--- src/cpu_pkg.sv ---
// cpu_pkg: shared widths, opcodes, function codes and decode types for the core
package cpu_pkg;

  typedef logic [63:0] word_t;     // register and data word
  typedef logic [15:0] addr_t;     // byte address
  typedef logic [4:0]  reg_idx_t;  // architectural register index

  localparam int       MEM_WORDS = 512;                // double-words in the unified memory
  localparam int       MEM_AW    = $clog2(MEM_WORDS);  // double-word index width
  localparam reg_idx_t ZERO_REG  = 5'd31;              // reads zero, writes dropped

  //////////////////////////////////////////////////
  // major opcodes
  //////////////////////////////////////////////////
  localparam logic [5:0] OP_PAL  = 6'h00;  // call_pal, only halt supported
  localparam logic [5:0] OP_LDA  = 6'h08;
  localparam logic [5:0] OP_INTA = 6'h10;  // integer arithmetic group
  localparam logic [5:0] OP_INTL = 6'h11;  // integer logical group
  localparam logic [5:0] OP_LDQ  = 6'h29;
  localparam logic [5:0] OP_STQ  = 6'h2D;

  // function codes, inta group
  localparam logic [6:0] F_ADDQ  = 7'h20;
  localparam logic [6:0] F_SUBQ  = 7'h29;
  localparam logic [6:0] F_CMPEQ = 7'h2D;
  // function codes, intl group
  localparam logic [6:0] F_AND   = 7'h00;
  localparam logic [6:0] F_BIS   = 7'h20;
  localparam logic [6:0] F_XOR   = 7'h40;

  typedef enum logic [2:0] {
    ALU_ADD, ALU_SUB, ALU_CMPEQ, ALU_AND, ALU_OR, ALU_XOR
  } alu_func_e;

  typedef enum logic [1:0] {
    OPB_REG,   // register b
    OPB_LIT,   // 8-bit literal, zero extended
    OPB_DISP   // 16-bit displacement, sign extended
  } opb_sel_e;

  // one instruction word, seen as memory format or operate format
  typedef union packed {
    struct packed {
      logic [5:0]  opcode;
      reg_idx_t    ra;
      reg_idx_t    rb;
      logic [15:0] disp;
    } m;
    struct packed {
      logic [5:0] opcode;
      reg_idx_t   rega_idx;
      union packed {
        struct packed {
          reg_idx_t   regb_idx;
          logic [2:0] sbz;       // should be zero in register form
        } rb;
        logic [7:0] lit;
      } opb;
      logic       lit_flag;      // 1 selects the literal
      logic [6:0] func;
      reg_idx_t   dest_idx;
    } r;
  } inst_t;

endpackage
--- src/if_stage.sv ---
// if_stage: program counter, fetch requests to the shared memory, fetch/decode register
`timescale 1ns/1ps

module if_stage (
  input  logic            clock,
  input  logic            arst_n,
  input  logic            run,
  input  logic            stop,         // halt or illegal retired
  input  logic            ex_ready,
  input  logic            if_gnt,
  input  cpu_pkg::word_t  mem_rd_data,
  output logic            if_req,
  output cpu_pkg::addr_t  if_addr,
  output cpu_pkg::inst_t  inst,
  output logic            inst_valid,
  output cpu_pkg::addr_t  npc
);
  import cpu_pkg::*;

  addr_t pc;
  logic  run_q;    // delays the first request by one cycle
  logic  rd_pend;  // granted last cycle, data on the bus now

  assign npc     = pc + 16'd4;
  assign if_addr = pc;  // memory drops the low three bits
  // ask again once the held instruction leaves this cycle
  assign if_req  = run_q && !stop && !rd_pend && (!inst_valid || ex_ready);

  always_ff @(posedge clock or negedge arst_n) begin
    if (!arst_n) begin
      pc         <= '0;
      run_q      <= 1'b0;
      rd_pend    <= 1'b0;
      inst_valid <= 1'b0;
    end else begin
      run_q   <= run;
      rd_pend <= if_gnt;
      if (rd_pend) begin
        pc         <= npc;
        inst_valid <= !stop;  // anything fetched past a halt is dropped
      end else if (inst_valid && ex_ready) begin
        inst_valid <= 1'b0;   // taken by execute
      end
    end
  end

  // instruction payload, half picked by pc[2]
  always_ff @(posedge clock) begin
    if (rd_pend) inst <= pc[2] ? mem_rd_data[63:32] : mem_rd_data[31:0];
  end

endmodule

--- config.mk ---
export PLATFORM = sky130hd
export DESIGN_NAME = if_stage
export DESIGN_NICKNAME = d
export VERILOG_FILES = /design/src/cpu_pkg.sv /design/src/if_stage.sv
export SDC_FILE = /design/constraint.sdc
export NUM_CORES = 1
export LEC_CHECK = 0
export BUFFER_PORTS_ARGS = -buffer_cell sky130_fd_sc_hd__buf_2
export CAP_MARGIN = 25
export CORE_UTILIZATION = 44
export CTS_CLUSTER_DIAMETER = 60
export CTS_CLUSTER_SIZE = 14
export DETAILED_ROUTE_END_ITERATION = 8
export PLACE_DENSITY_LB_ADDON = 0.12
export SLEW_MARGIN = 25
export SYNTH_ARGS = -nofsm -noshare
export SYNTH_HDL_FRONTEND = slang
export SYNTH_SLANG_ARGS = --single-unit
--- constraint.sdc ---
create_clock -name clock -period 2.5 [get_ports clock]
set_clock_uncertainty 0.15 [all_clocks]
set_input_delay 0 -clock clock [delete_from_list [all_inputs] [get_ports clock]]
set_output_delay 0 -clock clock [all_outputs]
set_load 0.1 [all_outputs]
==> impl_metrics.json <==
{
  "synth_compound_area_share_pct": 0,
  "maxCapViolations": 0,
  "synthCells": 165,
  "tightest_slew_ps": 562,
  "cts-root-buf": "clkbuf_8",
  "ir_worst_vdd_uv": 988,
  "grt_max_degree": 37,
  "wl_mm": 6.96,
  "fin_area_mm2": 0.00416,
  "ys_ff_latch": 49,
  "synth_top_family_by_area": "multiplexers",
  "cp-end-kind": "output port",
  "synth-xor-area-share_pct": 9.23,
  "place_inst": 357,
  "drt_pre_antenna_iters": 4,
  "layout_common_cells": "buf_2 (122), dlygate4sd3_1 (69), mux2_2 (34)",
  "mostFrequentLayoutCell": "buf_2",
  "synth_top_area_share_pct": 40.5,
  "yosys.area_share.adder_pct": 0.528,
  "clk_latency_ps": 290,
  "vias": 2063,
  "start_util_pct": 46.1,
  "drt_iter0_markers": 73,
  "clock_path_buffers": 2,
  "first_global_vias": 2134,
  "hold_viol": 0,
  "relSlewSlack_pct": 62.2,
  "gr-total-overflow": 0,
  "max_freq_ghz": 0.431,
  "synth_warnings": 0,
  "hold_path.class": "in2async",
  "post-place-ws_ps": 504,
  "gp_congestion": 0.745,
  "synth.area.top_cells": "edfxtp_1 (41%), dfrtp_1 (18%), mux2_2 (16%), xor2_1 (5.9%), nor4_2 (3.7%)",
  "die_w_um": 75.4,
  "rsz0062_at_grt": "no",
  "dp_hpwl_mm": 3.91,
  "diodes": 0,
  "layout-drive-gt1-share_pct": 57.4,
  "power_density_mw_per_mm2": 1150,
  "synthSimpleGateAreaFrac_pct": 11.0,
  "cts_setup_buffers": 0,
  "layout.nets": 434,
  "status": "finished, final reports clean",
  "setup_viol": 0,
  "wl_per_cell_um": 16.0,
  "placed_area_mm2": 0.00337,
  "syn_area_mm2": 0.00237,
  "fin_crit_ps": 2320,
  "postCtsHoldBufs": 69,
  "path_clk_slew_ps": 90,
  "cts_tree": "yes",
  "grt_pass1_wl_mm": 10.6,
  "yosysTopAreaCell": "edfxtp_1",
  "clkSinkCount": 49,
  "maxSlewViolCount": 0,
  "core.rowCount": 26,
  "setup_slack_ps": 178,
  "viasPerCell": 4.75,
  "synthMuxAreaShare_pct": 16.1,
  "startpoint_type": "flip-flop",
  "core_mm2": 0.00514,
  "antenna_found_initial": 0,
  "die_h_um": 75.4,
  "syn_avg_cell_area_um2": 14.4,
  "cts.htree.levels": 2,
  "finalCritPeriodShare_pct": 92.9,
  "post_cts_resized": 0,
  "crit_fanout": 6,
  "die_area_mm2": 0.00569,
  "drc": 0,
  "grt_usage_pct": 26.4,
  "numCtsBuffers": 5,
  "area_growth_pct": 75.4,
  "p_leak_nw": 1.82,
  "ys_seq_area_share_pct": 58.5,
  "port_buffers": 131,
  "crit_type": "reg2out",
  "ant_nets": 0,
  "finish.utilization_pct": 80.9,
  "cp.arrival_ps": 2170,
  "synth.distinct_cells": 22,
  "ios": 136,
  "crit_required_ps": 2350,
  "finalNonFillerCells": 434
}
[registers in the layout (all words and copies together), names as in the netlist]
name,cells
inst_valid,1
run_q,1
if_addr,14
inst,32
rd_pend,1
[path summary, 6_finish.rpt]
path	startpoint	to	slack (ps)	cells past startpoint
max in group asynchronous	arst_n	if_addr[11]	1870	2
hold / removal	arst_n	if_addr[10]	9	2
setup reg to reg	if_addr[2]	inst[26]	300	3
min in group clock	run	run_q	210	2
setup / recovery	if_addr[3]	npc[12]	180	5
hold reg to reg	if_addr[6]	if_addr[6]	420	1
[cells in the mapped netlist, drive strengths merged]
cell	number
nor3	7
buf	13
mux2	34
nand2	6
inv	4
nand3	5
conb	1
dfrtp	17
nor2	4
xor2	16
ha	1
nor4b	1
nor2b	1
clkbuf	1
xnor2	9
edfxtp	32
nor4	7
nand4	6
[per-layer routing]
metal	share of wire, %	up-vias	routed length (um)	GRT usage (%)
met5	0	-	0	0
met4	2.7	0	186	10.9
met3	6.3	16	440	7.14
met2	55	83	3850	48.2
met1	36	991	2480	29.1
li1	-	973	-	-
[cell families after synthesis]
logic type | count (synthesis)
xor+xnor | 25
fa+ha+maj | 1
buf+inv | 18
flops | 49
mux | 34
other cells | 1
simple gates | 37
[through the flow]
stage,hold WS (ps),TNS [ps],total power (W)
floorplan,-446,-453,0.00360
global placement,-194,0,0.00396
detailed placement,-192,0,0.00398
CTS,17.3,0,0.00472
global route,48.0,0,0.00494
finish,8.72,0,0.00477
[cell type report]
| cell class | count | area [um^2] |
|---|---|---|
| fill | 334 | 981 |
| timing repair buffer | 202 | 1500 |
| clock inverter | 1 | 7.51 |
| clock buffer | 7 | 86.3 |
| multi-input combinational | 101 | 1060 |
| tap | 70 | 87.6 |
| sequential | 49 | 1400 |
| inverter | 4 | 15.0 |
[report_power, final]
group / switching [W] / internal [W] / total, W
Clock: 0.000260 / 0.000225 / 0.000485
Combinational: 0.00226 / 0.000806 / 0.00306
Sequential: 0.000147 / 0.00108 / 0.00122
[critical path, stage by stage (launching register included)]
cell	delay [ps]
dfrtp_2	410
ha_1	310
nand4_1	290
nor3_1	480
xor2_4	200
buf_12	190
No activity file was read; power rests on OpenSTA's default activity.
