File: config.mk
export PLATFORM = sky130hd
export DESIGN_NAME = id_stage
export DESIGN_NICKNAME = d
export VERILOG_FILES = /design/src/cpu_pkg.sv /design/src/id_stage.sv /design/src/decoder.sv /design/src/regfile.sv
export SDC_FILE = /design/constraint.sdc
export NUM_CORES = 2
export LEC_CHECK = 0
export BUFFER_PORTS_ARGS = -buffer_cell sky130_fd_sc_hd__buf_2
export CORE_UTILIZATION = 50
export CTS_CLUSTER_DIAMETER = 200
export DETAILED_ROUTE_END_ITERATION = 12
export PLACE_DENSITY = 0.66
export SYNTH_ARGS = -nofsm -noshare
export SYNTH_HDL_FRONTEND = slang
export SYNTH_SLANG_ARGS = --single-unit
export TNS_END_PERCENT = 20
File: constraint.sdc
create_clock -name clock -period 3.85 [get_ports clock]
set_input_delay 0.1925 -clock clock [delete_from_list [all_inputs] [get_ports clock]]
set_output_delay 0.1925 -clock clock [all_outputs]
set_load 0.03 [all_outputs]
File: src/cpu_pkg.sv
// cpu_pkg: shared widths, opcodes, function codes and decode types for the core
package cpu_pkg;

  typedef logic [63:0] word_t;     // register and data word
  typedef logic [15:0] addr_t;     // byte address
  typedef logic [4:0]  reg_idx_t;  // architectural register index

  localparam int       MEM_WORDS = 512;                // double-words in the unified memory
  localparam int       MEM_AW    = $clog2(MEM_WORDS);  // double-word index width
  localparam reg_idx_t ZERO_REG  = 5'd31;              // reads zero, writes dropped

  //////////////////////////////////////////////////
  // major opcodes
  //////////////////////////////////////////////////
  localparam logic [5:0] OP_PAL  = 6'h00;  // call_pal, only halt supported
  localparam logic [5:0] OP_LDA  = 6'h08;
  localparam logic [5:0] OP_INTA = 6'h10;  // integer arithmetic group
  localparam logic [5:0] OP_INTL = 6'h11;  // integer logical group
  localparam logic [5:0] OP_LDQ  = 6'h29;
  localparam logic [5:0] OP_STQ  = 6'h2D;

  // function codes, inta group
  localparam logic [6:0] F_ADDQ  = 7'h20;
  localparam logic [6:0] F_SUBQ  = 7'h29;
  localparam logic [6:0] F_CMPEQ = 7'h2D;
  // function codes, intl group
  localparam logic [6:0] F_AND   = 7'h00;
  localparam logic [6:0] F_BIS   = 7'h20;
  localparam logic [6:0] F_XOR   = 7'h40;

  typedef enum logic [2:0] {
    ALU_ADD, ALU_SUB, ALU_CMPEQ, ALU_AND, ALU_OR, ALU_XOR
  } alu_func_e;

  typedef enum logic [1:0] {
    OPB_REG,   // register b
    OPB_LIT,   // 8-bit literal, zero extended
    OPB_DISP   // 16-bit displacement, sign extended
  } opb_sel_e;

  // one instruction word, seen as memory format or operate format
  typedef union packed {
    struct packed {
      logic [5:0]  opcode;
      reg_idx_t    ra;
      reg_idx_t    rb;
      logic [15:0] disp;
    } m;
    struct packed {
      logic [5:0] opcode;
      reg_idx_t   rega_idx;
      union packed {
        struct packed {
          reg_idx_t   regb_idx;
          logic [2:0] sbz;       // should be zero in register form
        } rb;
        logic [7:0] lit;
      } opb;
      logic       lit_flag;      // 1 selects the literal
      logic [6:0] func;
      reg_idx_t   dest_idx;
    } r;
  } inst_t;

endpackage
File: src/id_stage.sv
// id_stage: decodes the fetched word, reads both source registers, forms the immediate
`timescale 1ns/1ps

module id_stage (
  input  logic               clock,
  input  logic               arst_n,
  input  cpu_pkg::inst_t     inst,
  input  logic               inst_valid,
  input  logic               wb_en,
  input  cpu_pkg::reg_idx_t  wb_idx,
  input  cpu_pkg::word_t     wb_data,
  output cpu_pkg::word_t     rda,
  output cpu_pkg::word_t     rdb,
  output cpu_pkg::word_t     imm,
  output cpu_pkg::opb_sel_e  opb_sel,
  output cpu_pkg::alu_func_e alu_func,
  output cpu_pkg::reg_idx_t  dest_idx,
  output logic               rd_mem,
  output logic               wr_mem,
  output logic               halt,
  output logic               illegal,
  output logic               dec_valid
);
  import cpu_pkg::*;

  // ra/rb sit in the same bits in both formats, stq store data comes out on rda
  regfile regf_0 (
    .clock   (clock),
    .arst_n  (arst_n),
    .rda_idx (inst.m.ra),
    .rdb_idx (inst.m.rb),
    .wr_idx  (wb_idx),
    .wr_data (wb_data),
    .wr_en   (wb_en),
    .rda_out (rda),
    .rdb_out (rdb)
  );

  decoder decoder_0 (
    .inst       (inst),
    .inst_valid (inst_valid),
    .opb_sel    (opb_sel),
    .alu_func   (alu_func),
    .dest_idx   (dest_idx),
    .rd_mem     (rd_mem),
    .wr_mem     (wr_mem),
    .halt       (halt),
    .illegal    (illegal),
    .dec_valid  (dec_valid)
  );

  // literal through the operate view, displacement through the memory view
  assign imm = (opb_sel == OPB_LIT) ? {56'd0, inst.r.opb.lit}
                                    : {{48{inst.m.disp[15]}}, inst.m.disp};

endmodule

File: src/decoder.sv
// decoder: turns one instruction word into operand select, alu op, memory and stop controls
`timescale 1ns/1ps

module decoder (
  input  cpu_pkg::inst_t    inst,
  input  logic              inst_valid,
  output cpu_pkg::opb_sel_e  opb_sel,
  output cpu_pkg::alu_func_e alu_func,
  output cpu_pkg::reg_idx_t  dest_idx,
  output logic              rd_mem,
  output logic              wr_mem,
  output logic              halt,
  output logic              illegal,
  output logic              dec_valid
);
  import cpu_pkg::*;

  assign dec_valid = inst_valid;

  always_comb begin
    // quiet defaults, also the state while nothing is valid
    opb_sel  = OPB_REG;
    alu_func = ALU_ADD;
    dest_idx = ZERO_REG;
    rd_mem   = 1'b0;
    wr_mem   = 1'b0;
    halt     = 1'b0;
    illegal  = 1'b0;
    if (inst_valid) begin
      case (inst.m.opcode)
        OP_PAL: begin
          // call_pal 0 is halt, any other pal function is unsupported
          if ({inst.m.ra, inst.m.rb, inst.m.disp} == 26'd0) halt = 1'b1;
          else illegal = 1'b1;
        end
        OP_LDA, OP_LDQ: begin
          opb_sel  = OPB_DISP;       // ra <- rb + disp, or mem[rb + disp]
          dest_idx = inst.m.ra;
          rd_mem   = (inst.m.opcode == OP_LDQ);
        end
        OP_STQ: begin
          opb_sel = OPB_DISP;        // address only, no register result
          wr_mem  = 1'b1;
        end
        OP_INTA, OP_INTL: begin
          opb_sel  = inst.r.lit_flag ? OPB_LIT : OPB_REG;
          dest_idx = inst.r.dest_idx;
          if (inst.r.opcode == OP_INTA) begin
            case (inst.r.func)
              F_ADDQ:  alu_func = ALU_ADD;
              F_SUBQ:  alu_func = ALU_SUB;
              F_CMPEQ: alu_func = ALU_CMPEQ;
              default: illegal  = 1'b1;
            endcase
          end else begin
            case (inst.r.func)
              F_AND:   alu_func = ALU_AND;
              F_BIS:   alu_func = ALU_OR;
              F_XOR:   alu_func = ALU_XOR;
              default: illegal  = 1'b1;
            endcase
          end
          if (illegal) dest_idx = ZERO_REG;  // bad func must not write back
        end
        default: illegal = 1'b1;
      endcase
    end
  end

endmodule

File: src/regfile.sv
// regfile: 32 x 64-bit integer registers, r31 fixed at zero, write-to-read bypass
`timescale 1ns/1ps

module regfile (
  input  logic             clock,
  input  logic             arst_n,
  input  cpu_pkg::reg_idx_t rda_idx,
  input  cpu_pkg::reg_idx_t rdb_idx,
  input  cpu_pkg::reg_idx_t wr_idx,
  input  cpu_pkg::word_t    wr_data,
  input  logic             wr_en,
  output cpu_pkg::word_t    rda_out,
  output cpu_pkg::word_t    rdb_out
);
  import cpu_pkg::*;

  word_t regs [32];

  // read ports, zero reg first, then same-cycle bypass
  always_comb begin
    if (rda_idx == ZERO_REG) rda_out = '0;
    else if (wr_en && (wr_idx == rda_idx)) rda_out = wr_data;
    else rda_out = regs[rda_idx];
  end

  always_comb begin
    if (rdb_idx == ZERO_REG) rdb_out = '0;
    else if (wr_en && (wr_idx == rdb_idx)) rdb_out = wr_data;
    else rdb_out = regs[rdb_idx];
  end

  always_ff @(posedge clock or negedge arst_n) begin
    if (!arst_n) begin
      for (int i = 0; i < 32; i++) regs[i] <= '0;
    end else if (wr_en && (wr_idx != ZERO_REG)) begin
      regs[wr_idx] <= wr_data;  // r31 writes fall away here
    end
  end

endmodule

==> reports/results.tsv <==
stage	metric	value	unit
clocking	path_clk_slew	0.06	ns
sta	slew_headroom	12.5	%
pwr	switching_share	28.5	%
detailed_routing	drt_iter0_markers	9169	
logic_synthesis	yosysSeqAreaShare	46.6	%
logic_synthesis	synth_edf_count	0	
detailed_routing	drt-total-wl	388000	um
setup_path	end_kind	primary output	
global_routing	grt_pass1_vias	76700	
sta	finClkSkew	0	ns
logic_synthesis	syn_area	110000	sq um
global_routing	busiest_layer	met2	
sta	rsz0062_at_grt	no	
outcome	status	completed	
floorplanning	row_count	171	
cells_and_area	drive_gt1_share	49.3	%
cells_and_area	nets	7606	
floorplanning	fp.dieW	471	um
detailed_routing	ant_nets	0	
sta	final-max-slew-violation-count	0	
pwr	internal-power	45.8	mW
floorplanning	coreArea	218000	sq um
sta	max_freq	0.261	GHz
worst_hold_path	min_path_type	in2reg	
setup_path	reg2reg_from	regf_0.regs[1013]	
logic_synthesis	synthFlopType	dfrtp_1	
logic_synthesis	ys_types	62	
global_routing	gr-usage-all-layers	34.8	%
sta	hold_viol_final	0	
cells_and_area	largest_reg_flops	2048	
logic_synthesis	syn_area_per_cell	14.6	sq um
detailed_routing	via_count	75400	
setup_path	criticalPathCategory	in2out	
global_routing	antenna_found_initial	25	
sta	min_period_over_period	99.3	%
global_routing	grt_first_pass_wirelength	559000	um
setup_path	cp.arrival	3.63	ns
pwr	switchingPower	18.3	mW
clocking	numCtsBuffers	217	
pwr	static-leakage-power	54.0	nW
sta	worstMarginPinSlew	1.30	ns
place	dpl.hpwl	221000	um
pwr	seq_power_share	44.9	%
cells_and_area	largest_register	regf_0.regs	
worst_hold_path	hp-start	wb_data[12]	
global_routing	grt_start_max_net_pins	126	
cells_and_area	top_regs	regf_0.regs: 2048 flops	
detailed_routing	viasPerCell	7.15	
clocking	clock_path_buffers	3	
job	max_cap_viol_count	0	
cells_and_area	area_delta_synth_final	11.7	%
detailed_routing	drtPass1Iterations	6	
global_routing	overflow	0	
place	globalplace.congestion	0.854	
sta	min_period	3.82	ns
setup_path	startpoint	inst[24]	
pwr	clockPowerShare	34.3	%
global_routing	grt_use_met1	47.0	%
place	portBuffers	311	
floorplanning	ios	312	
setup_path	cp_max_fo	37	
detailed_routing	wl_per_cell	36.8	um
setup_path	cp-start-kind	primary input	
sta	holdWs	0.0705	ns
logic_synthesis	yosysTopAreaCellShare	46.6	%
logic_synthesis	ys_warn_count	0	
logic_synthesis	synth_top_area_cell	dfrtp_1	
floorplanning	die_area	222000	sq um
clocking	root_buffer	clkbuf_16	
logic_synthesis	synth_nets	7633	
clocking	clock_latency	0.87	ns
clocking	tritoncts	built	
pwr	peakVddDrop	0.000440	V
global_routing	globalRouteMet2Util	52.8	%
floorplanning	start_util	50.5	%
clocking	cts-resized-gates	0	
logic_synthesis	synth_area_leaders	dfrtp_1 (47%), mux2_2 (20%), mux4_2 (15%), mux2i_1 (5.2%), clkbuf_1 (1.7%)	
clocking	clock_sinks	2048	
pwr	cellPowerDensity	521	nW/um^2
setup_path	cp.required	3.66	ns
global_routing	grt_use_met3	8.79	%
logic_synthesis	synthCells	7528	
floorplanning	die_y	471	um
detailed_routing	drc	0	
sta	setup_violations	0	
clocking	htreeDepth	4	
logic_synthesis	synth_seq_cells	2048	
logic_synthesis	synthArstFlopShare	100	%
sta	tns	0	ns
pwr	combPwrFrac	20.8	%
## timing repair
| item | 4_1_cts | 5_1_grt |
|---|---|---|
| hold buffers | 65 | 0 |
| hold endpoints to repair | 2646 | 0 |
| buffers inserted | 0 | 0 |
## layout by cell type, fill, tap and decap left out, types with 45 or more instances in the layout
cell type | netlist | layout
dfrtp_1 | 2048 | 2048
mux2_2 | 2003 | 2003
mux4_2 | 747 | 747
mux2i_1 | 569 | 569
buf_2 | 301 | 300
clkbuf_16 | 0 | 218
buf_4 | 93 | 210
o221ai_1 | 182 | 182
nand2_1 | 165 | 147
buf_12 | 1 | 108
a21oi_1 | 87 | 87
a32o_1 | 65 | 65
clkbuf_8 | 0 | 65
dlygate4sd3_1 | 0 | 64
o22ai_1 | 62 | 62
o31ai_1 | 62 | 62
a2111oi_0 | 60 | 60
a22o_1 | 57 | 57
o21ai_0 | 55 | 55
mux2_1 | 53 | 53
a22oi_1 | 50 | 50
clkbuf_1 | 496 | 48
a221o_1 | 45 | 45
## final timing paths
kind                            cells past startpoint           endpoint  slack, ns
worst max-delay path                                9            rda[12]       0.03
worst min-delay path                                2   regf_0.regs[844]       0.07
worst max register to register                      1  regf_0.regs[1013]       3.00
worst min register to register                      0    regf_0.regs[20]       0.39
max in group asynchronous                           4   regf_0.regs[296]       2.69
min in group asynchronous                           3   regf_0.regs[584]       0.15
## metrics by stage
step	power [mW]	setup WS, ns	std cells	util (%)	cell area (sq um)
after floorplan	37.8	0.912	7528	-	110000
after global placement	41.4	0.201	10100	52.7	115000
after detailed placement	42.1	0.177	10100	52.7	115000
after CTS	64.0	0.175	10500	56.4	123000
after global routing	66.3	0.0972	10500	56.4	123000
final	64.0	0.0251	10500	56.4	123000
## cell families (layout without fill, tap and decap cells)
logic type / count (synthesis) / in the layout / share of synthesized area, %
AOI/OAI and AO/OA: 809 / 809 / 5.78
buffers and inverters: 945 / 1099 / 4.13
other: 0 / 8 / 0
and+or+nand+nor: 318 / 318 / 1.35
muxes: 3396 / 3396 / 42.1
xor gates and xnor gates: 12 / 12 / 0.0955
DFF: 2048 / 2048 / 46.6
## power by group through the flow
| stage | registers [mW] | logic [mW] | clock network (mW) |
|---|---|---|---|
| 2_1_floorplan | 27.8 | 9.98 | 0 |
| 3_3_place_gp | 28.6 | 12.8 | 0 |
| 3_5_place_dp | 28.9 | 13.2 | 0 |
| 4_1_cts | 28.5 | 13.3 | 22.2 |
| 5_1_grt | 29.2 | 14.1 | 23.0 |
| 6_report | 28.7 | 13.3 | 22.0 |
## worst max-delay path, stage by stage
cell and delay, ns:
buf_8 0.33, nor2b_4 0.33, nand2_4 0.46, buf_4 0.45
o22ai_1 0.22, a2111oi_0 0.10, buf_4 0.19, o31ai_1 0.86
buf_2 0.35
## cells in the mapped netlist (all sizes together), types with 62 or more instances
master  instances
buf           441
nand2         165
clkbuf        498
a32o           65
dfrtp        2048
mux2         2056
a21oi          87
o22ai          62
mux4          771
o221ai        182
o31ai          62
mux2i         569
## final cells by class
cell class	instances	area [sq um]
antenna	8	20.0
clock buffer	330	6520
clock inverter	70	951
fill	17200	95100
inverter	6	25.0
multi-input combinational	4535	54600
sequential	2048	51200
tap	2854	3570
timing repair buffer	693	6050
## per-layer routing
metal,vias up,wire (um)
met4,16,19800
met2,4399,176000
li1,29200,-
met5,-,102
met1,40700,152000
met3,1102,39900
Power figures use the tool's default switching activity.
