$ cat src/cpu_pkg.sv
// cpu_pkg: shared widths, opcodes, function codes and decode types for the core
package cpu_pkg;

  typedef logic [63:0] word_t;     // register and data word
  typedef logic [15:0] addr_t;     // byte address
  typedef logic [4:0]  reg_idx_t;  // architectural register index

  localparam int       MEM_WORDS = 512;                // double-words in the unified memory
  localparam int       MEM_AW    = $clog2(MEM_WORDS);  // double-word index width
  localparam reg_idx_t ZERO_REG  = 5'd31;              // reads zero, writes dropped

  //////////////////////////////////////////////////
  // major opcodes
  //////////////////////////////////////////////////
  localparam logic [5:0] OP_PAL  = 6'h00;  // call_pal, only halt supported
  localparam logic [5:0] OP_LDA  = 6'h08;
  localparam logic [5:0] OP_INTA = 6'h10;  // integer arithmetic group
  localparam logic [5:0] OP_INTL = 6'h11;  // integer logical group
  localparam logic [5:0] OP_LDQ  = 6'h29;
  localparam logic [5:0] OP_STQ  = 6'h2D;

  // function codes, inta group
  localparam logic [6:0] F_ADDQ  = 7'h20;
  localparam logic [6:0] F_SUBQ  = 7'h29;
  localparam logic [6:0] F_CMPEQ = 7'h2D;
  // function codes, intl group
  localparam logic [6:0] F_AND   = 7'h00;
  localparam logic [6:0] F_BIS   = 7'h20;
  localparam logic [6:0] F_XOR   = 7'h40;

  typedef enum logic [2:0] {
    ALU_ADD, ALU_SUB, ALU_CMPEQ, ALU_AND, ALU_OR, ALU_XOR
  } alu_func_e;

  typedef enum logic [1:0] {
    OPB_REG,   // register b
    OPB_LIT,   // 8-bit literal, zero extended
    OPB_DISP   // 16-bit displacement, sign extended
  } opb_sel_e;

  // one instruction word, seen as memory format or operate format
  typedef union packed {
    struct packed {
      logic [5:0]  opcode;
      reg_idx_t    ra;
      reg_idx_t    rb;
      logic [15:0] disp;
    } m;
    struct packed {
      logic [5:0] opcode;
      reg_idx_t   rega_idx;
      union packed {
        struct packed {
          reg_idx_t   regb_idx;
          logic [2:0] sbz;       // should be zero in register form
        } rb;
        logic [7:0] lit;
      } opb;
      logic       lit_flag;      // 1 selects the literal
      logic [6:0] func;
      reg_idx_t   dest_idx;
    } r;
  } inst_t;

endpackage
$ cat src/ex_stage.sv
// ex_stage: alu, data memory access and register writeback, one instruction in flight
`timescale 1ns/1ps

module ex_stage (
  input  logic               clock,
  input  logic               arst_n,
  input  cpu_pkg::word_t     rda,
  input  cpu_pkg::word_t     rdb,
  input  cpu_pkg::word_t     imm,
  input  cpu_pkg::opb_sel_e  opb_sel,
  input  cpu_pkg::alu_func_e alu_func,
  input  cpu_pkg::reg_idx_t  dest_idx,
  input  logic               rd_mem,
  input  logic               wr_mem,
  input  logic               halt,
  input  logic               illegal,
  input  logic               dec_valid,
  input  logic               dm_gnt,
  input  cpu_pkg::word_t     mem_rd_data,
  output logic               ex_ready,
  output logic               dm_req,
  output logic               dm_we,
  output cpu_pkg::addr_t     dm_addr,
  output cpu_pkg::word_t     dm_wr_data,
  output logic               wb_en,
  output cpu_pkg::reg_idx_t  wb_idx,
  output cpu_pkg::word_t     wb_data,
  output logic               halted,
  output logic               illegal_halt
);
  import cpu_pkg::*;

  logic      busy, ld_wait, retire, stop_now, capture;
  logic      rd_q, wr_q, halt_q, ill_q;
  word_t     opa_q, opb_q, st_q, alu_res;
  alu_func_e func_q;
  reg_idx_t  dest_q;

  //////////////////////////////////////////////////
  // alu on the captured operands
  //////////////////////////////////////////////////
  always_comb begin
    case (func_q)
      ALU_SUB:   alu_res = opa_q - opb_q;  // wraps mod 2^64
      ALU_CMPEQ: alu_res = {63'd0, opa_q == opb_q};
      ALU_AND:   alu_res = opa_q & opb_q;
      ALU_OR:    alu_res = opa_q | opb_q;
      ALU_XOR:   alu_res = opa_q ^ opb_q;
      default:   alu_res = opa_q + opb_q;  // add, lda and memory address
    endcase
  end

  // plain ops leave after one cycle, stq on its grant, ldq when data is back
  assign retire   = busy && ((!rd_q && !wr_q) || (wr_q && dm_gnt) || ld_wait);
  assign stop_now = retire && (halt_q || ill_q);
  assign ex_ready = (!busy || retire) && !halted && !stop_now;
  assign capture  = dec_valid && ex_ready;

  assign dm_req     = busy && (rd_q || wr_q) && !ld_wait;
  assign dm_we      = wr_q;
  assign dm_addr    = alu_res[15:0];
  assign dm_wr_data = st_q;                   // store data came in on rda

  assign wb_en   = retire && (dest_q != ZERO_REG);
  assign wb_idx  = dest_q;
  assign wb_data = ld_wait ? mem_rd_data : alu_res;

  always_ff @(posedge clock or negedge arst_n) begin
    if (!arst_n) begin
      busy         <= 1'b0;
      ld_wait      <= 1'b0;
      halted       <= 1'b0;
      illegal_halt <= 1'b0;
    end else begin
      if (capture) busy <= 1'b1;
      else if (retire) busy <= 1'b0;
      ld_wait <= dm_req && dm_gnt && rd_q;    // data due next cycle
      if (stop_now) begin
        halted       <= 1'b1;                 // sticky until reset
        illegal_halt <= ill_q;
      end
    end
  end

  // instruction payload
  always_ff @(posedge clock) begin
    if (capture) begin
      opa_q  <= (opb_sel == OPB_DISP) ? rdb : rda;  // memory forms add to base rb
      opb_q  <= (opb_sel == OPB_REG) ? rdb : imm;
      st_q   <= rda;
      func_q <= alu_func;
      dest_q <= dest_idx;
      rd_q   <= rd_mem;
      wr_q   <= wr_mem;
      halt_q <= halt;
      ill_q  <= illegal;
    end
  end

endmodule

$ cat config.mk
export PLATFORM = sky130hd
export DESIGN_NAME = ex_stage
export DESIGN_NICKNAME = d
export VERILOG_FILES = /design/src/cpu_pkg.sv /design/src/ex_stage.sv
export SDC_FILE = /design/constraint.sdc
export NUM_CORES = 1
export LEC_CHECK = 0
export ABC_AREA = 1
export BUFFER_PORTS_ARGS = -buffer_cell sky130_fd_sc_hd__buf_2
export CELL_PAD_IN_SITES_DETAIL_PLACEMENT = 0
export CELL_PAD_IN_SITES_GLOBAL_PLACEMENT = 1
export CORE_MARGIN = 2
export CORE_UTILIZATION = 40
export CTS_CLUSTER_DIAMETER = 100
export DETAILED_ROUTE_END_ITERATION = 10
export PLACE_DENSITY_LB_ADDON = 0.1
export SLEW_MARGIN = 20
export SYNTH_ARGS = -nofsm -noshare
export SYNTH_HDL_FRONTEND = slang
export SYNTH_SLANG_ARGS = --single-unit
$ cat constraint.sdc
create_clock -name clock -period 21.4 [get_ports clock]
set_clock_uncertainty 0.05 [all_clocks]
set_input_delay 1.07 -clock clock [delete_from_list [all_inputs] [get_ports clock]]
set_output_delay 1.07 -clock clock [all_outputs]
set_load 0.05 [all_outputs]
==> load_flow_metrics.sql, run 1 <==
INSERT INTO impl_metrics (metric_group, metric, value, unit) VALUES
('clock_network', 'cts_made_buffers', '23', ''),
('timing', 'hold_violations', '0', ''),
('power', 'switching_power', '1130', 'uW'),
('yosys', 'syn-instance-count', '3877', ''),
('power', 'leakage_power_total', '0.0148', 'uW'),
('critical_path', 'end_kind', 'primary output', ''),
('yosys', 'synth.area.top_cells', 'sky130_fd_sc_hd__edfxtp_1 26%, sky130_fd_sc_hd__nand2_1 21%, sky130_fd_sc_hd__inv_1 13%', ''),
('critical_path', 'cp_max_fo', '9', ''),
('clock_network', 'cts_setup_buffers', '0', ''),
('final_layout', 'post_route_cells_drive_above_1_share', '0.126', ''),
('yosys', 'synth-edff-count', '204', ''),
('placed_design', 'placement.cell_area', '26100', 'sq um'),
('global_routing', 'grt_antenna_before_repair', '4', ''),
('clock_network', 'clock_tree_from_tritoncts', 'built', ''),
('yosys', 'synth-seq-area-share', '0.266', ''),
('yosys', 'synth_flop_cell', 'sky130_fd_sc_hd__edfxtp_1', ''),
('clock_network', 'cts_buffer_depth', '3', ''),
('power', 'part_of_the_power_in_combinational_logic', '0.571', ''),
('global_routing', 'number_of_global_route_vias_before_repair', '23100', ''),
('placed_design', 'routabilityCongestion', '1.02', ''),
('timing', 'pins_over_their_slew_limit', '0', ''),
('final_layout', 'area.growth.synth_to_final', '14.4', '%'),
('route', 'detail_route.wirelength', '105000', 'um'),
('placed_design', 'buffer_ports.inserted', '428', ''),
('critical_path', 'crit_arrival', '4.10', 'ns'),
('clock_network', 'clock_slew_seen_by_the_registers_of_the_worst_setup_and_hold_paths', '0.06', 'ns'),
('critical_path', 'crit_top_cell', 'sky130_fd_sc_hd__nand2_1', ''),
('timing', 'post_route_minimum_period', '5.22', 'ns'),
('final_layout', 'layout.cell_area.non_filler', '26800', 'sq um'),
('route', 'route.detailed.wl_per_inst', '21.0', 'um'),
('timing', 'min_period_over_period', '0.244', ''),
('power', 'cellPowerDensity', '79.9', 'nW/um^2'),
('route', 'ant_nets', '0', ''),
('power', 'internal_power', '1010', 'uW'),
('critical_path', 'crit_type', 'reg -> out', ''),
('placed_design', 'dp_hpwl', '88200', 'um'),
('floorplanning', 'floorplan.initialDensity', '0.405', ''),
('clock_network', 'ctsResizeCount', '0', ''),
('critical_path', 'timing.critical_path.required', '20.28', 'ns'),
('floorplanning', 'dieHeight', '246', 'um'),
('critical_path', 'crit_path_top_delay_cell', 'sky130_fd_sc_hd__edfxtp_1', ''),
('flow_run', 'drv.max_cap_violation_count', '0', ''),
('yosys', 'synth-seq-cells', '208', ''),
('route', 'drc', '0', ''),
('power', 'pwr-share-clk', '0.175', ''),
('timing', 'measured_slew_at_the_worst_slew_check_pin', '0.944', 'ns'),
('floorplanning', 'die_width', '246', 'um'),
('clock_network', 'cts_max_level', '1', ''),
('route', 'drtIter0Drc', '2887', ''),
('timing', 'rsz0062_at_grt', 'false', ''),
('floorplanning', 'floorplan.io_pins', '429', ''),
('route', 'vias_per_cell', '5.13', ''),
('power', 'peakVddDrop', '0.0757', 'mV'),
('floorplanning', 'core_region_area', '57800', 'sq um'),
('critical_path', 'timing.critical_path.cells', 'inv_1, ha_1, nor2_2, inv_1, nor2_1, inv_1, nor2_1, nand2_1, nor2_1, nand2_1, nand4_1, nand3_1, nand3_1, nand2_1, nand2_1, buf_2', ''),
('yosys', 'synth_top_area_cell', 'sky130_fd_sc_hd__edfxtp_1', ''),
('timing', 'fmax', '0.191', 'GHz'),
('yosys', 'post_synthesis_instance_area', '23400', 'sq um'),
('yosys', 'ys_warns', '0', ''),
('critical_path', 'critical_path.max_stage_delay', '0.54', 'ns'),
('status', 'run_status', 'finished clean', ''),
('yosys', 'avgSynthCellArea', '6.04', 'sq um'),
('global_routing', 'grt_usage', '0.339', ''),
('route', 'detailedRoute.firstPassIterationCount', '8', ''),
('clock_network', 'clk_latency', '0.54', 'ns'),
('timing', 'setup_viol', '0', ''),
('min_path', 'hp-class', 'in -> async', ''),
('yosys', 'mappedNetlistNets', '4360', ''),
('route', 'vias', '25700', ''),
('yosys', 'yosysTopAreaCellShare', '0.261', ''),
('critical_path', 'startpoint_type', 'flip-flop', '');
[cell usage in the layout (no fill, tap or decap), types with 3 or more instances in the layout]
cell type	instances
sky130_fd_sc_hd__nand2_1	1290
sky130_fd_sc_hd__inv_1	821
sky130_fd_sc_hd__buf_2	428
sky130_fd_sc_hd__nor2_1	366
sky130_fd_sc_hd__a21oi_1	257
sky130_fd_sc_hd__nand3_1	207
sky130_fd_sc_hd__ha_1	207
sky130_fd_sc_hd__edfxtp_1	204
sky130_fd_sc_hd__o21ai_0	145
sky130_fd_sc_hd__o22ai_1	53
sky130_fd_sc_hd__xor2_1	25
sky130_fd_sc_hd__nand4_1	23
sky130_fd_sc_hd__clkbuf_16	23
sky130_fd_sc_hd__nor3_1	20
sky130_fd_sc_hd__nor2_2	16
sky130_fd_sc_hd__buf_4	16
sky130_fd_sc_hd__o21ai_1	11
sky130_fd_sc_hd__inv_2	10
sky130_fd_sc_hd__clkinv_1	9
sky130_fd_sc_hd__nand3b_1	8
sky130_fd_sc_hd__nand2_2	7
sky130_fd_sc_hd__o21bai_1	7
sky130_fd_sc_hd__o211ai_1	6
sky130_fd_sc_hd__nand3_2	6
sky130_fd_sc_hd__a41oi_1	6
sky130_fd_sc_hd__clkinv_2	5
sky130_fd_sc_hd__a211oi_1	5
sky130_fd_sc_hd__a221oi_1	5
sky130_fd_sc_hd__nor3_2	4
sky130_fd_sc_hd__or2_2	4
sky130_fd_sc_hd__nor2_4	3
sky130_fd_sc_hd__o221ai_1	3
sky130_fd_sc_hd__a31oi_1	3
sky130_fd_sc_hd__a21boi_0	3
sky130_fd_sc_hd__mux2_2	3
sky130_fd_sc_hd__dfrtp_1	3
[cells by family after synthesis]
family                     synth area share
muxes                               0.00144
xor gates and xnor gates            0.00934
DFF                                   0.266
buffers and inverters                 0.158
and+or+nand+nor                       0.336
AOI/OAI and AO/OA                     0.117
adders and majority gates             0.112
[area by class of cell]
cell class | instances | area [sq um] | share of cell area
multi-input combinational | 2708 | 13500 | 0.505
tap | 765 | 957 | 0.0357
antenna | 1 | 2.50 | 0.0000933
timing repair buffer | 444 | 2260 | 0.0844
clock buffer | 25 | 583 | 0.0217
sequential | 208 | 6230 | 0.232
inverter | 836 | 3140 | 0.117
clock inverter | 14 | 100 | 0.00373
[critical path, delay by kind of cell (launching register included)]
| family | cells | cell delay [ns] |
|---|---|---|
| and+or+nand+nor | 11 | 2.04 |
| DFF | 1 | 0.54 |
| adders and majority gates | 1 | 0.50 |
| buffers and inverters | 4 | 0.49 |
[layer usage]
| metal | GRT usage | vias up | part of all wire |
|---|---|---|---|
| li1 | - | 12600 | - |
| met1 | 0.516 | 11700 | 0.47 |
| met2 | 0.489 | 1200 | 0.40 |
| met3 | 0.0683 | 100 | 0.10 |
| met4 | 0.0661 | 0 | 0.021 |
| met5 | 0 | - | 0 |
[power groups by stage]
stage                     sequential [uW]  clock, uW  combinational, uW
after global placement                549          0               1200
after CTS                             542        380               1200
after floorplan                       613          0                766
after detailed placement              550          0               1190
after global routing                  547        395               1310
final                                 544        374               1220
[sequential cells by signal (all words and copies together), names as in the netlist]
| register | flops |
|---|---|
| opb_q | 64 |
| busy | 1 |
| opa_q | 64 |
| ld_wait | 1 |
| illegal_halt | 1 |
| dm_we | 1 |
| halt_q | 1 |
| dm_wr_data | 64 |
| wb_idx | 5 |
| halted | 1 |
| rd_q | 1 |
| func_q | 3 |
| ill_q | 1 |
[Yosys cell counts (4+ instances only)]
| cell | count |
|---|---|
| sky130_fd_sc_hd__nand3_1 | 207 |
| sky130_fd_sc_hd__a21oi_1 | 257 |
| sky130_fd_sc_hd__o211ai_1 | 6 |
| sky130_fd_sc_hd__buf_4 | 6 |
| sky130_fd_sc_hd__nand2_1 | 1292 |
| sky130_fd_sc_hd__nand3b_1 | 8 |
| sky130_fd_sc_hd__o21bai_1 | 7 |
| sky130_fd_sc_hd__nand4_1 | 23 |
| sky130_fd_sc_hd__nand2_2 | 6 |
| sky130_fd_sc_hd__buf_2 | 52 |
| sky130_fd_sc_hd__a211oi_1 | 5 |
| sky130_fd_sc_hd__clkbuf_2 | 4 |
| sky130_fd_sc_hd__ha_1 | 207 |
| sky130_fd_sc_hd__a41oi_1 | 6 |
| sky130_fd_sc_hd__or2_2 | 4 |
| sky130_fd_sc_hd__inv_1 | 822 |
| sky130_fd_sc_hd__xor2_1 | 25 |
| sky130_fd_sc_hd__nor3_1 | 21 |
| sky130_fd_sc_hd__edfxtp_1 | 204 |
| sky130_fd_sc_hd__inv_2 | 11 |
| sky130_fd_sc_hd__o22ai_1 | 53 |
| sky130_fd_sc_hd__dfrtp_1 | 4 |
| sky130_fd_sc_hd__a221oi_1 | 5 |
| sky130_fd_sc_hd__nand3_2 | 6 |
| sky130_fd_sc_hd__nor2_1 | 369 |
| sky130_fd_sc_hd__nor2_2 | 16 |
| sky130_fd_sc_hd__clkbuf_1 | 50 |
| sky130_fd_sc_hd__o21ai_1 | 11 |
| sky130_fd_sc_hd__buf_1 | 12 |
| sky130_fd_sc_hd__o21ai_0 | 145 |
[final timing paths]
path,start,endpoint,slack (ns),cells past startpoint
worst max-delay path,opa_q[42]$_DFFE_PP_,wb_data[48],16.18,16
worst min register to register,ill_q$_DFFE_PP_,illegal_halt$_DFFE_PN0P_,0.47,1
min in group clock,ill_q$_DFFE_PP_,illegal_halt$_DFFE_PN0P_,0.47,1
worst min-delay path,arst_n,illegal_halt$_DFFE_PN0P_,0.28,1
worst max register to register,ld_wait$_DFF_PN0_,opa_q[44]$_DFFE_PP_,17.63,8
max in group asynchronous,arst_n,ld_wait$_DFF_PN0_,20.89,1
[per-stage QoR]
step | worst slack (ns) | hold WS, ns | cells | power (uW) | utilization
floorplan | 4.97 | 0.432 | 3877 | 1380 | -
global placement | 16.85 | 0.447 | 4961 | 1750 | 0.452
detailed placement | 16.86 | 0.451 | 4961 | 1740 | 0.452
CTS | 16.28 | 0.263 | 5000 | 2120 | 0.464
global route | 16.03 | 0.264 | 5000 | 2250 | 0.464
finish | 16.18 | 0.276 | 5001 | 2140 | 0.464
Power figures use the tool's default switching activity.
==> run 2: changes to the inputs <==
--- a/config.mk
+++ b/config.mk
@@ -10,7 +10,7 @@
 export CELL_PAD_IN_SITES_DETAIL_PLACEMENT = 0
 export CELL_PAD_IN_SITES_GLOBAL_PLACEMENT = 1
 export CORE_MARGIN = 2
-export CORE_UTILIZATION = 40
+export CORE_UTILIZATION = 36
 export CTS_CLUSTER_DIAMETER = 100
 export DETAILED_ROUTE_END_ITERATION = 10
 export PLACE_DENSITY_LB_ADDON = 0.1
==> constraint.sdc (replaced) <==
create_clock -name clock -period 4.8 [get_ports clock]
set_clock_uncertainty 0.05 [all_clocks]
set_input_delay 0.24 -clock clock [delete_from_list [all_inputs] [get_ports clock]]
set_output_delay 0.24 -clock clock [all_outputs]
set_load 0.05 [all_outputs]
==> load_flow_metrics.sql, run 2 (same netlist as run 1, synthesis figures left out) <==
INSERT INTO impl_metrics (metric_group, metric, value, unit) VALUES
('floorplanning', 'core_region_area', '64300', 'sq um'),
('timing', 'slew-limit-headroom', '0.329', ''),
('status', 'run_status', 'finished clean', ''),
('placed_design', 'routabilityCongestion', '1.00', ''),
('final_layout', 'commonest_non_fill_non_tap_cells_in_the_layout', '1,290 x sky130_fd_sc_hd__nand2_1, 821 x sky130_fd_sc_hd__inv_1, 428 x sky130_fd_sc_hd__buf_2, 366 x sky130_fd_sc_hd__nor2_1, 257 x sky130_fd_sc_hd__a21oi_1', ''),
('timing', 'min_period_over_period', '0.952', ''),
('floorplanning', 'rows', '93', ''),
('critical_path', 'crit_type', 'reg -> out', ''),
('route', 'detail_route.wirelength', '110000', 'um'),
('floorplanning', 'floorplan.initialDensity', '0.364', ''),
('final_layout', 'post_route_cells_drive_above_1_share', '0.127', ''),
('floorplanning', 'die_area', '67100', 'sq um'),
('critical_path', 'path_buf_inv', '1', ''),
('route', 'vias', '26200', ''),
('clock_network', 'cts_max_level', '1', ''),
('final_layout', 'mostFrequentLayoutCell', 'sky130_fd_sc_hd__nand2_1', ''),
('power', 'peakVddDrop', '0.421', 'mV'),
('critical_path', 'critical_path.reg2reg.endpoint', 'opb_q[46]$_DFFE_PP_', ''),
('critical_path', 'worstSetupPathDepth', '12', ''),
('placed_design', 'buffer_ports.inserted', '428', ''),
('critical_path', 'critical_path.reg2reg.startpoint', 'ld_wait$_DFF_PN0_', ''),
('route', 'drc', '0', ''),
('final_layout', 'nNetsFinal', '4864', ''),
('timing', 'timing.hold.ws', '0.000900', 'ns'),
('critical_path', 'setup.worst_path.start', 'opb_q[0]$_DFFE_PP_', ''),
('clock_network', 'cts_buffer_depth', '3', ''),
('power', 'cellPowerDensity', '348', 'nW/um^2'),
('route', 'ant_nets', '0', ''),
('route', 'drtIter0Drc', '2984', ''),
('timing', 'pins_over_their_slew_limit', '0', ''),
('critical_path', 'crit_arrival', '4.28', 'ns'),
('critical_path', 'end_kind', 'primary output', ''),
('clock_network', 'cts-root-buf', 'sky130_fd_sc_hd__clkbuf_16', ''),
('power', 'leakage_power_total', '0.0156', 'uW'),
('global_routing', 'grt_usage', '0.319', ''),
('timing', 'rsz0062_at_grt', 'false', ''),
('floorplanning', 'floorplan.io_pins', '429', ''),
('critical_path', 'cp_max_fo', '4', ''),
('timing', 'fmax', '0.219', 'GHz'),
('flow_run', 'drv.max_cap_violation_count', '0', ''),
('min_path', 'hp-class', 'in -> reg', ''),
('clock_network', 'clk_latency', '0.57', 'ns'),
('global_routing', 'maximum_number_of_pins_on_one_net_before_global_route_repair', '118', ''),
('route', 'route.detailed.wl_per_inst', '20.9', 'um'),
('timing', 'hold_violations', '0', ''),
('global_routing', 'number_of_global_route_vias_before_repair', '24600', ''),
('placed_design', 'dp_hpwl', '91100', 'um'),
('timing', 'measured_slew_at_the_worst_slew_check_pin', '0.996', 'ns'),
('floorplanning', 'dieHeight', '259', 'um'),
('route', 'detailedRoute.firstPassIterationCount', '5', ''),
('global_routing', 'grt_overflow', '0', ''),
('floorplanning', 'die_width', '259', 'um'),
('timing', 'post_route_minimum_period', '4.57', 'ns'),
('critical_path', 'critical_path.top_delay_family', 'simple AND/OR/NAND/NOR gates', ''),
('clock_network', 'cts.sink_count', '208', ''),
('critical_path', 'critPathCapture', 'wb_data[22]', ''),
('critical_path', 'startpoint_type', 'flip-flop', ''),
('critical_path', 'rrSetupSlack', '1.98', 'ns'),
('timing', 'setup_viol', '0', ''),
('clock_network', 'cts_setup_buffers', '0', ''),
('clock_network', 'cts_made_buffers', '25', ''),
('global_routing', 'grt_antenna_before_repair', '4', ''),
('global_routing', 'global_route_wire_length_before_repair', '158000', 'um'),
('power', 'report.power.total', '9970', 'uW'),
('clock_network', 'clock_tree_from_tritoncts', 'built', ''),
('final_layout', 'filler_cell_count', '7058', ''),
('critical_path', 'worst_r2r_path_depth', '7', ''),
('critical_path', 'timing.critical_path.cells', 'ha_1, fa_1, nand3_1, nand3_1, nand2_1, nand2_1, nand2_1, nand3_1, a21oi_1, o21ai_0, a41oi_1, buf_2', ''),
('clock_network', 'ctsResizeCount', '0', ''),
('critical_path', 'timing.critical_path.required', '4.51', 'ns'),
('critical_path', 'critical_path.max_stage_delay', '0.57', 'ns'),
('final_layout', 'area.growth.synth_to_final', '22.3', '%'),
('route', 'vias_per_cell', '4.99', ''),
('critical_path', 'crit_path_top_delay_cell', 'sky130_fd_sc_hd__fa_1', ''),
('clock_network', 'clock_slew_seen_by_the_registers_of_the_worst_setup_and_hold_paths', '0.06', 'ns');
[run 2: area by class of cell]
class / count / area (sq um) / share of cell area
multi-input combinational: 2708 / 13500 / 0.473
sequential: 208 / 6230 / 0.217
timing repair buffer: 602 / 3870 / 0.135
inverter: 836 / 3140 / 0.110
tap: 855 / 1070 / 0.0373
clock buffer: 30 / 644 / 0.0225
clock inverter: 16 / 159 / 0.00555
antenna: 1 / 2.50 / 0.0000873
[run 2: power breakdown]
group / switching (uW) / total [uW] / internal [uW]
Clock: 834 / 1910 / 1080
Sequential: 154 / 2420 / 2270
Combinational: 4220 / 5630 / 1410
Total: 5210 / 9970 / 4750
[run 2: worst register-to-register path: stages, from the launching register on]
cell,delay (ns)
sky130_fd_sc_hd__dfrtp_2,0.40
sky130_fd_sc_hd__clkinv_2,0.41
sky130_fd_sc_hd__nand3_1,0.14
sky130_fd_sc_hd__nand2_1,0.13
sky130_fd_sc_hd__nor2_1,0.06
sky130_fd_sc_hd__or2_2,0.33
sky130_fd_sc_hd__nor3_4,0.24
sky130_fd_sc_hd__buf_12,0.46
[run 2: through the flow]
stage / cells / setup WS, ns / utilization / setup TNS (ns) / area [sq um]
final: 5256 / 0.231 / 0.445 / 0 / 28700
after CTS: 5255 / 0.341 / 0.445 / 0 / 28700
after floorplan: 3877 / -1.87 / - / -380.72 / 23400
after global placement: 5066 / 0.950 / 0.411 / 0 / 26400
after global routing: 5255 / 0.0609 / 0.445 / 0 / 28700
after detailed placement: 5066 / 0.948 / 0.411 / 0 / 26400
[run 2: layer usage]
metal	GRT usage	up-vias	part of all wire
met5	0	-	0.00012
li1	-	13000	-
met2	0.461	1167	0.40
met4	0.0713	2	0.023
met1	0.491	12000	0.48
met3	0.0513	113	0.095
[run 2: repair_timing]
| item | in CTS | in global routing |
|---|---|---|
| endpoints found under the hold margin | 154 | 0 |
| hold buffers | 143 | 0 |
| endpoints found under the setup margin | 0 | 0 |
[run 2: how the worst min path moves through the flow]
stage / from / to / slack [ns] / cells after the start
2_1_floorplan: arst_n / busy$_DFFE_PN0P_ / -0.11 / 0
3_3_place_gp: arst_n / illegal_halt$_DFFE_PN0P_ / 0.007 / 1
3_5_place_dp: arst_n / illegal_halt$_DFFE_PN0P_ / 0.008 / 1
4_1_cts: rdb[30] / opb_q[30]$_DFFE_PP_ / 0.001 / 3
5_1_grt: rdb[27] / opa_q[27]$_DFFE_PP_ / 0.01 / 3
6_report: imm[53] / opb_q[53]$_DFFE_PP_ / 0.0009 / 3
==> run 3: changes to the inputs <==
--- a/config.mk
+++ b/config.mk
@@ -13,7 +13,7 @@
 export CORE_UTILIZATION = 36
 export CTS_CLUSTER_DIAMETER = 100
 export DETAILED_ROUTE_END_ITERATION = 10
-export PLACE_DENSITY_LB_ADDON = 0.1
+export PLACE_DENSITY = 0.83
 export SLEW_MARGIN = 20
 export SYNTH_ARGS = -nofsm -noshare
 export SYNTH_HDL_FRONTEND = slang
==> load_flow_metrics.sql, run 3 (same netlist as run 1, synthesis figures left out) <==
INSERT INTO impl_metrics (metric_group, metric, value, unit) VALUES
('status', 'run_status', 'finished clean', ''),
('floorplanning', 'dieHeight', '259', 'um'),
('placed_design', 'placement.cell_area', '26400', 'sq um'),
('final_layout', 'fin_cells', '5278', ''),
('clock_network', 'cts_max_level', '1', ''),
('clock_network', 'clk_latency', '0.57', 'ns'),
('timing', 'min_period_over_period', '0.884', ''),
('min_path', 'hp-class', 'in -> reg', ''),
('min_path', 'timing.hold.worst_endpoint', 'opb_q[61]$_DFFE_PP_', ''),
('power', 'part_of_the_power_in_combinational_logic', '0.557', ''),
('power', 'leakage_power_total', '0.0157', 'uW'),
('route', 'drtIter0Drc', '2559', ''),
('power', 'power.share.sequential', '0.239', ''),
('critical_path', 'critical_path.top_delay_family', 'simple AND/OR/NAND/NOR gates', ''),
('clock_network', 'cts_made_buffers', '25', ''),
('floorplanning', 'core_region_area', '64300', 'sq um'),
('power', 'pwr-share-clk', '0.205', ''),
('critical_path', 'startpoint_type', 'flip-flop', ''),
('critical_path', 'worst_r2r_path_depth', '7', ''),
('final_layout', 'layout.cell_area.non_filler', '28900', 'sq um'),
('final_layout', 'filler_cell_count', '6895', ''),
('power', 'peakVddDrop', '0.270', 'mV'),
('timing', 'fmax', '0.236', 'GHz'),
('clock_network', 'clock_tree_from_tritoncts', 'built', ''),
('floorplanning', 'floorplan.initialDensity', '0.364', ''),
('critical_path', 'setup.worst_path.start', 'opb_q[0]$_DFFE_PP_', ''),
('route', 'vias_per_cell', '4.97', ''),
('floorplanning', 'floorplan.io_pins', '429', ''),
('timing', 'rsz0062_at_grt', 'false', ''),
('final_layout', 'post_route_cells_drive_above_1_share', '0.126', ''),
('global_routing', 'number_of_global_route_vias_before_repair', '24800', ''),
('route', 'vias', '26200', ''),
('global_routing', 'global_route_wire_length_before_repair', '149000', 'um'),
('route', 'route.detailed.wl_per_inst', '19.4', 'um'),
('critical_path', 'rrSetupSlack', '1.73', 'ns'),
('placed_design', 'place_inst', '5064', ''),
('critical_path', 'crit_type', 'reg -> out', ''),
('critical_path', 'end_kind', 'primary output', ''),
('power', 'report.power.total', '10000', 'uW'),
('final_layout', 'commonest_non_fill_non_tap_cells_in_the_layout', '1,290 x sky130_fd_sc_hd__nand2_1, 821 x sky130_fd_sc_hd__inv_1, 428 x sky130_fd_sc_hd__buf_2, 366 x sky130_fd_sc_hd__nor2_1, 257 x sky130_fd_sc_hd__a21oi_1', ''),
('power', 'swShare', '0.510', ''),
('floorplanning', 'rows', '93', ''),
('flow_run', 'drv.max_cap_violation_count', '0', ''),
('critical_path', 'crit_arrival', '3.95', 'ns'),
('timing', 'pins_over_their_slew_limit', '0', ''),
('critical_path', 'crit_top_cell', 'sky130_fd_sc_hd__nand2_1', ''),
('timing', 'hold_violations', '0', ''),
('route', 'detailed_routing_wirelength_on_met1', '43900', 'um'),
('route', 'detail_route.wirelength', '102000', 'um'),
('global_routing', 'grt_overflow', '0', ''),
('power', 'internal_power', '4900', 'uW'),
('timing', 'post_route_minimum_period', '4.24', 'ns'),
('floorplanning', 'die_width', '259', 'um'),
('min_path', 'holdCritStartpoint', 'imm[61]', ''),
('global_routing', 'maximum_number_of_pins_on_one_net_before_global_route_repair', '74', ''),
('clock_network', 'cts-root-buf', 'sky130_fd_sc_hd__clkbuf_16', ''),
('clock_network', 'cts_buffer_depth', '3', ''),
('route', 'wl_met3', '10900', 'um'),
('route', 'highest-signal-layer', 'met5', ''),
('global_routing', 'grt_usage', '0.296', ''),
('floorplanning', 'die_area', '67100', 'sq um'),
('critical_path', 'crit_path_top_delay_cell', 'sky130_fd_sc_hd__fa_1', ''),
('clock_network', 'cts.sink_count', '208', ''),
('clock_network', 'cts_setup_buffers', '0', ''),
('placed_design', 'buffer_ports.inserted', '428', ''),
('critical_path', 'critical_path.reg2reg.endpoint', 'dm_wr_data[46]$_DFFE_PP_', ''),
('critical_path', 'cp_max_fo', '4', ''),
('route', 'ant_nets', '0', ''),
('critical_path', 'timing.critical_path.cells', 'ha_1, fa_1, nand3_1, nand3_1, nand2_1, nand2_1, nand2_1, nand3_1, nand2_1, nand3b_1, nand2_1, nand3_1, nand3_1, nand2_1, nand2_1, buf_2', ''),
('power', 'cellPowerDensity', '346', 'nW/um^2'),
('power', 'switching_power', '5110', 'uW'),
('final_layout', 'mostFrequentLayoutCell', 'sky130_fd_sc_hd__nand2_1', ''),
('clock_network', 'clock_slew_seen_by_the_registers_of_the_worst_setup_and_hold_paths', '0.06', 'ns'),
('placed_design', 'dp_hpwl', '83600', 'um'),
('critical_path', 'timing.critical_path.required', '4.51', 'ns'),
('timing', 'setup_viol', '0', ''),
('min_path', 'hold-path-cell-count', '3', ''),
('final_layout', 'nNetsFinal', '4884', ''),
('global_routing', 'grt_antenna_before_repair', '5', ''),
('critical_path', 'critical_path.max_stage_delay', '0.53', 'ns'),
('critical_path', 'critical_path.reg2reg.startpoint', 'ld_wait$_DFF_PN0_', ''),
('route', 'detailedRoute.firstPassIterationCount', '6', ''),
('clock_network', 'ctsResizeCount', '0', ''),
('route', 'met2_wirelength', '43700', 'um'),
('placed_design', 'routabilityCongestion', '1.04', ''),
('timing', 'slew-limit-headroom', '0.256', ''),
('timing', 'measured_slew_at_the_worst_slew_check_pin', '1.11', 'ns'),
('route', 'drc', '0', ''),
('final_layout', 'area.growth.synth_to_final', '23.3', '%'),
('critical_path', 'path_buf_inv', '1', '');
-- run 3: cell types whose count changed in the layout (fill, tap and decap cells not counted), moves of 2 or more --
cell and change:
sky130_fd_sc_hd__dlygate4sd3_1 +22, sky130_fd_sc_hd__clkinv_4 -2, sky130_fd_sc_hd__buf_12 -2, sky130_fd_sc_hd__bufinv_16 +3
sky130_fd_sc_hd__diode_2 +3, sky130_fd_sc_hd__clkinv_1 +2, sky130_fd_sc_hd__clkbuf_1 -4
-- run 3: stage by stage --
stage	setup TNS, ns	hold WS, ns	utilization	setup slack [ns]
final	0	0.00188	0.449	0.555
after global routing	0	0.00626	0.449	0.347
after CTS	0	0.000111	0.449	0.628
after detailed placement	0	0.00311	0.410	1.23
after global placement	0	-0.0000683	0.410	1.29
after floorplan	-380.72	-0.106	-	-1.87
-- run 3: layout make-up --
| type | instances | area (sq um) | share of cell area |
|---|---|---|---|
| antenna | 4 | 10.0 | 0.000346 |
| clock buffer | 26 | 629 | 0.0218 |
| clock inverter | 19 | 231 | 0.00801 |
| inverter | 836 | 3140 | 0.109 |
| multi-input combinational | 2708 | 13500 | 0.469 |
| sequential | 208 | 6230 | 0.215 |
| tap | 855 | 1070 | 0.0370 |
| timing repair buffer | 622 | 4050 | 0.140 |
-- run 3: worst max path at each step --
| stage | slack [ns] | cells after the start | endpoint |
|---|---|---|---|
| 5_1_grt | 0.35 | 19 | wb_data[63] |
| 2_1_floorplan | -1.87 | 7 | dm_we$_DFFE_PP_ |
| 3_5_place_dp | 1.23 | 16 | wb_data[48] |
| 3_3_place_gp | 1.29 | 16 | wb_data[48] |
| 4_1_cts | 0.63 | 16 | wb_data[48] |
| 6_report | 0.56 | 16 | wb_data[54] |
-- run 3: what timing repair did --
item / 4_1_cts / 5_1_grt
hold endpoints to repair: 175 / 0
setup endpoints to repair: 0 / 0
hold buffers: 165 / 0
-- run 3: power by group through the flow --
stage               Sequential (uW)  Clock, uW  Combinational (uW)
finish                         2390       2050                5570
global route                   2410       2140                5980
CTS                            2390       2080                5460
detailed placement             2420          0                5330
global placement               2410          0                5320
floorplan                      2650          0                3420
-- run 3: layer usage --
metal	track usage	vias to the layer above
met1	0.399	11900
met2	0.453	1172
met3	0.0786	173
met4	0.108	2
li1	-	13000
met5	0	-
-- run 3: tightest hold or removal path: stages --
cell and delay [ns]:
sky130_fd_sc_hd__buf_2 0.07, sky130_fd_sc_hd__nor2_1 0.03, sky130_fd_sc_hd__a21oi_1 0.14
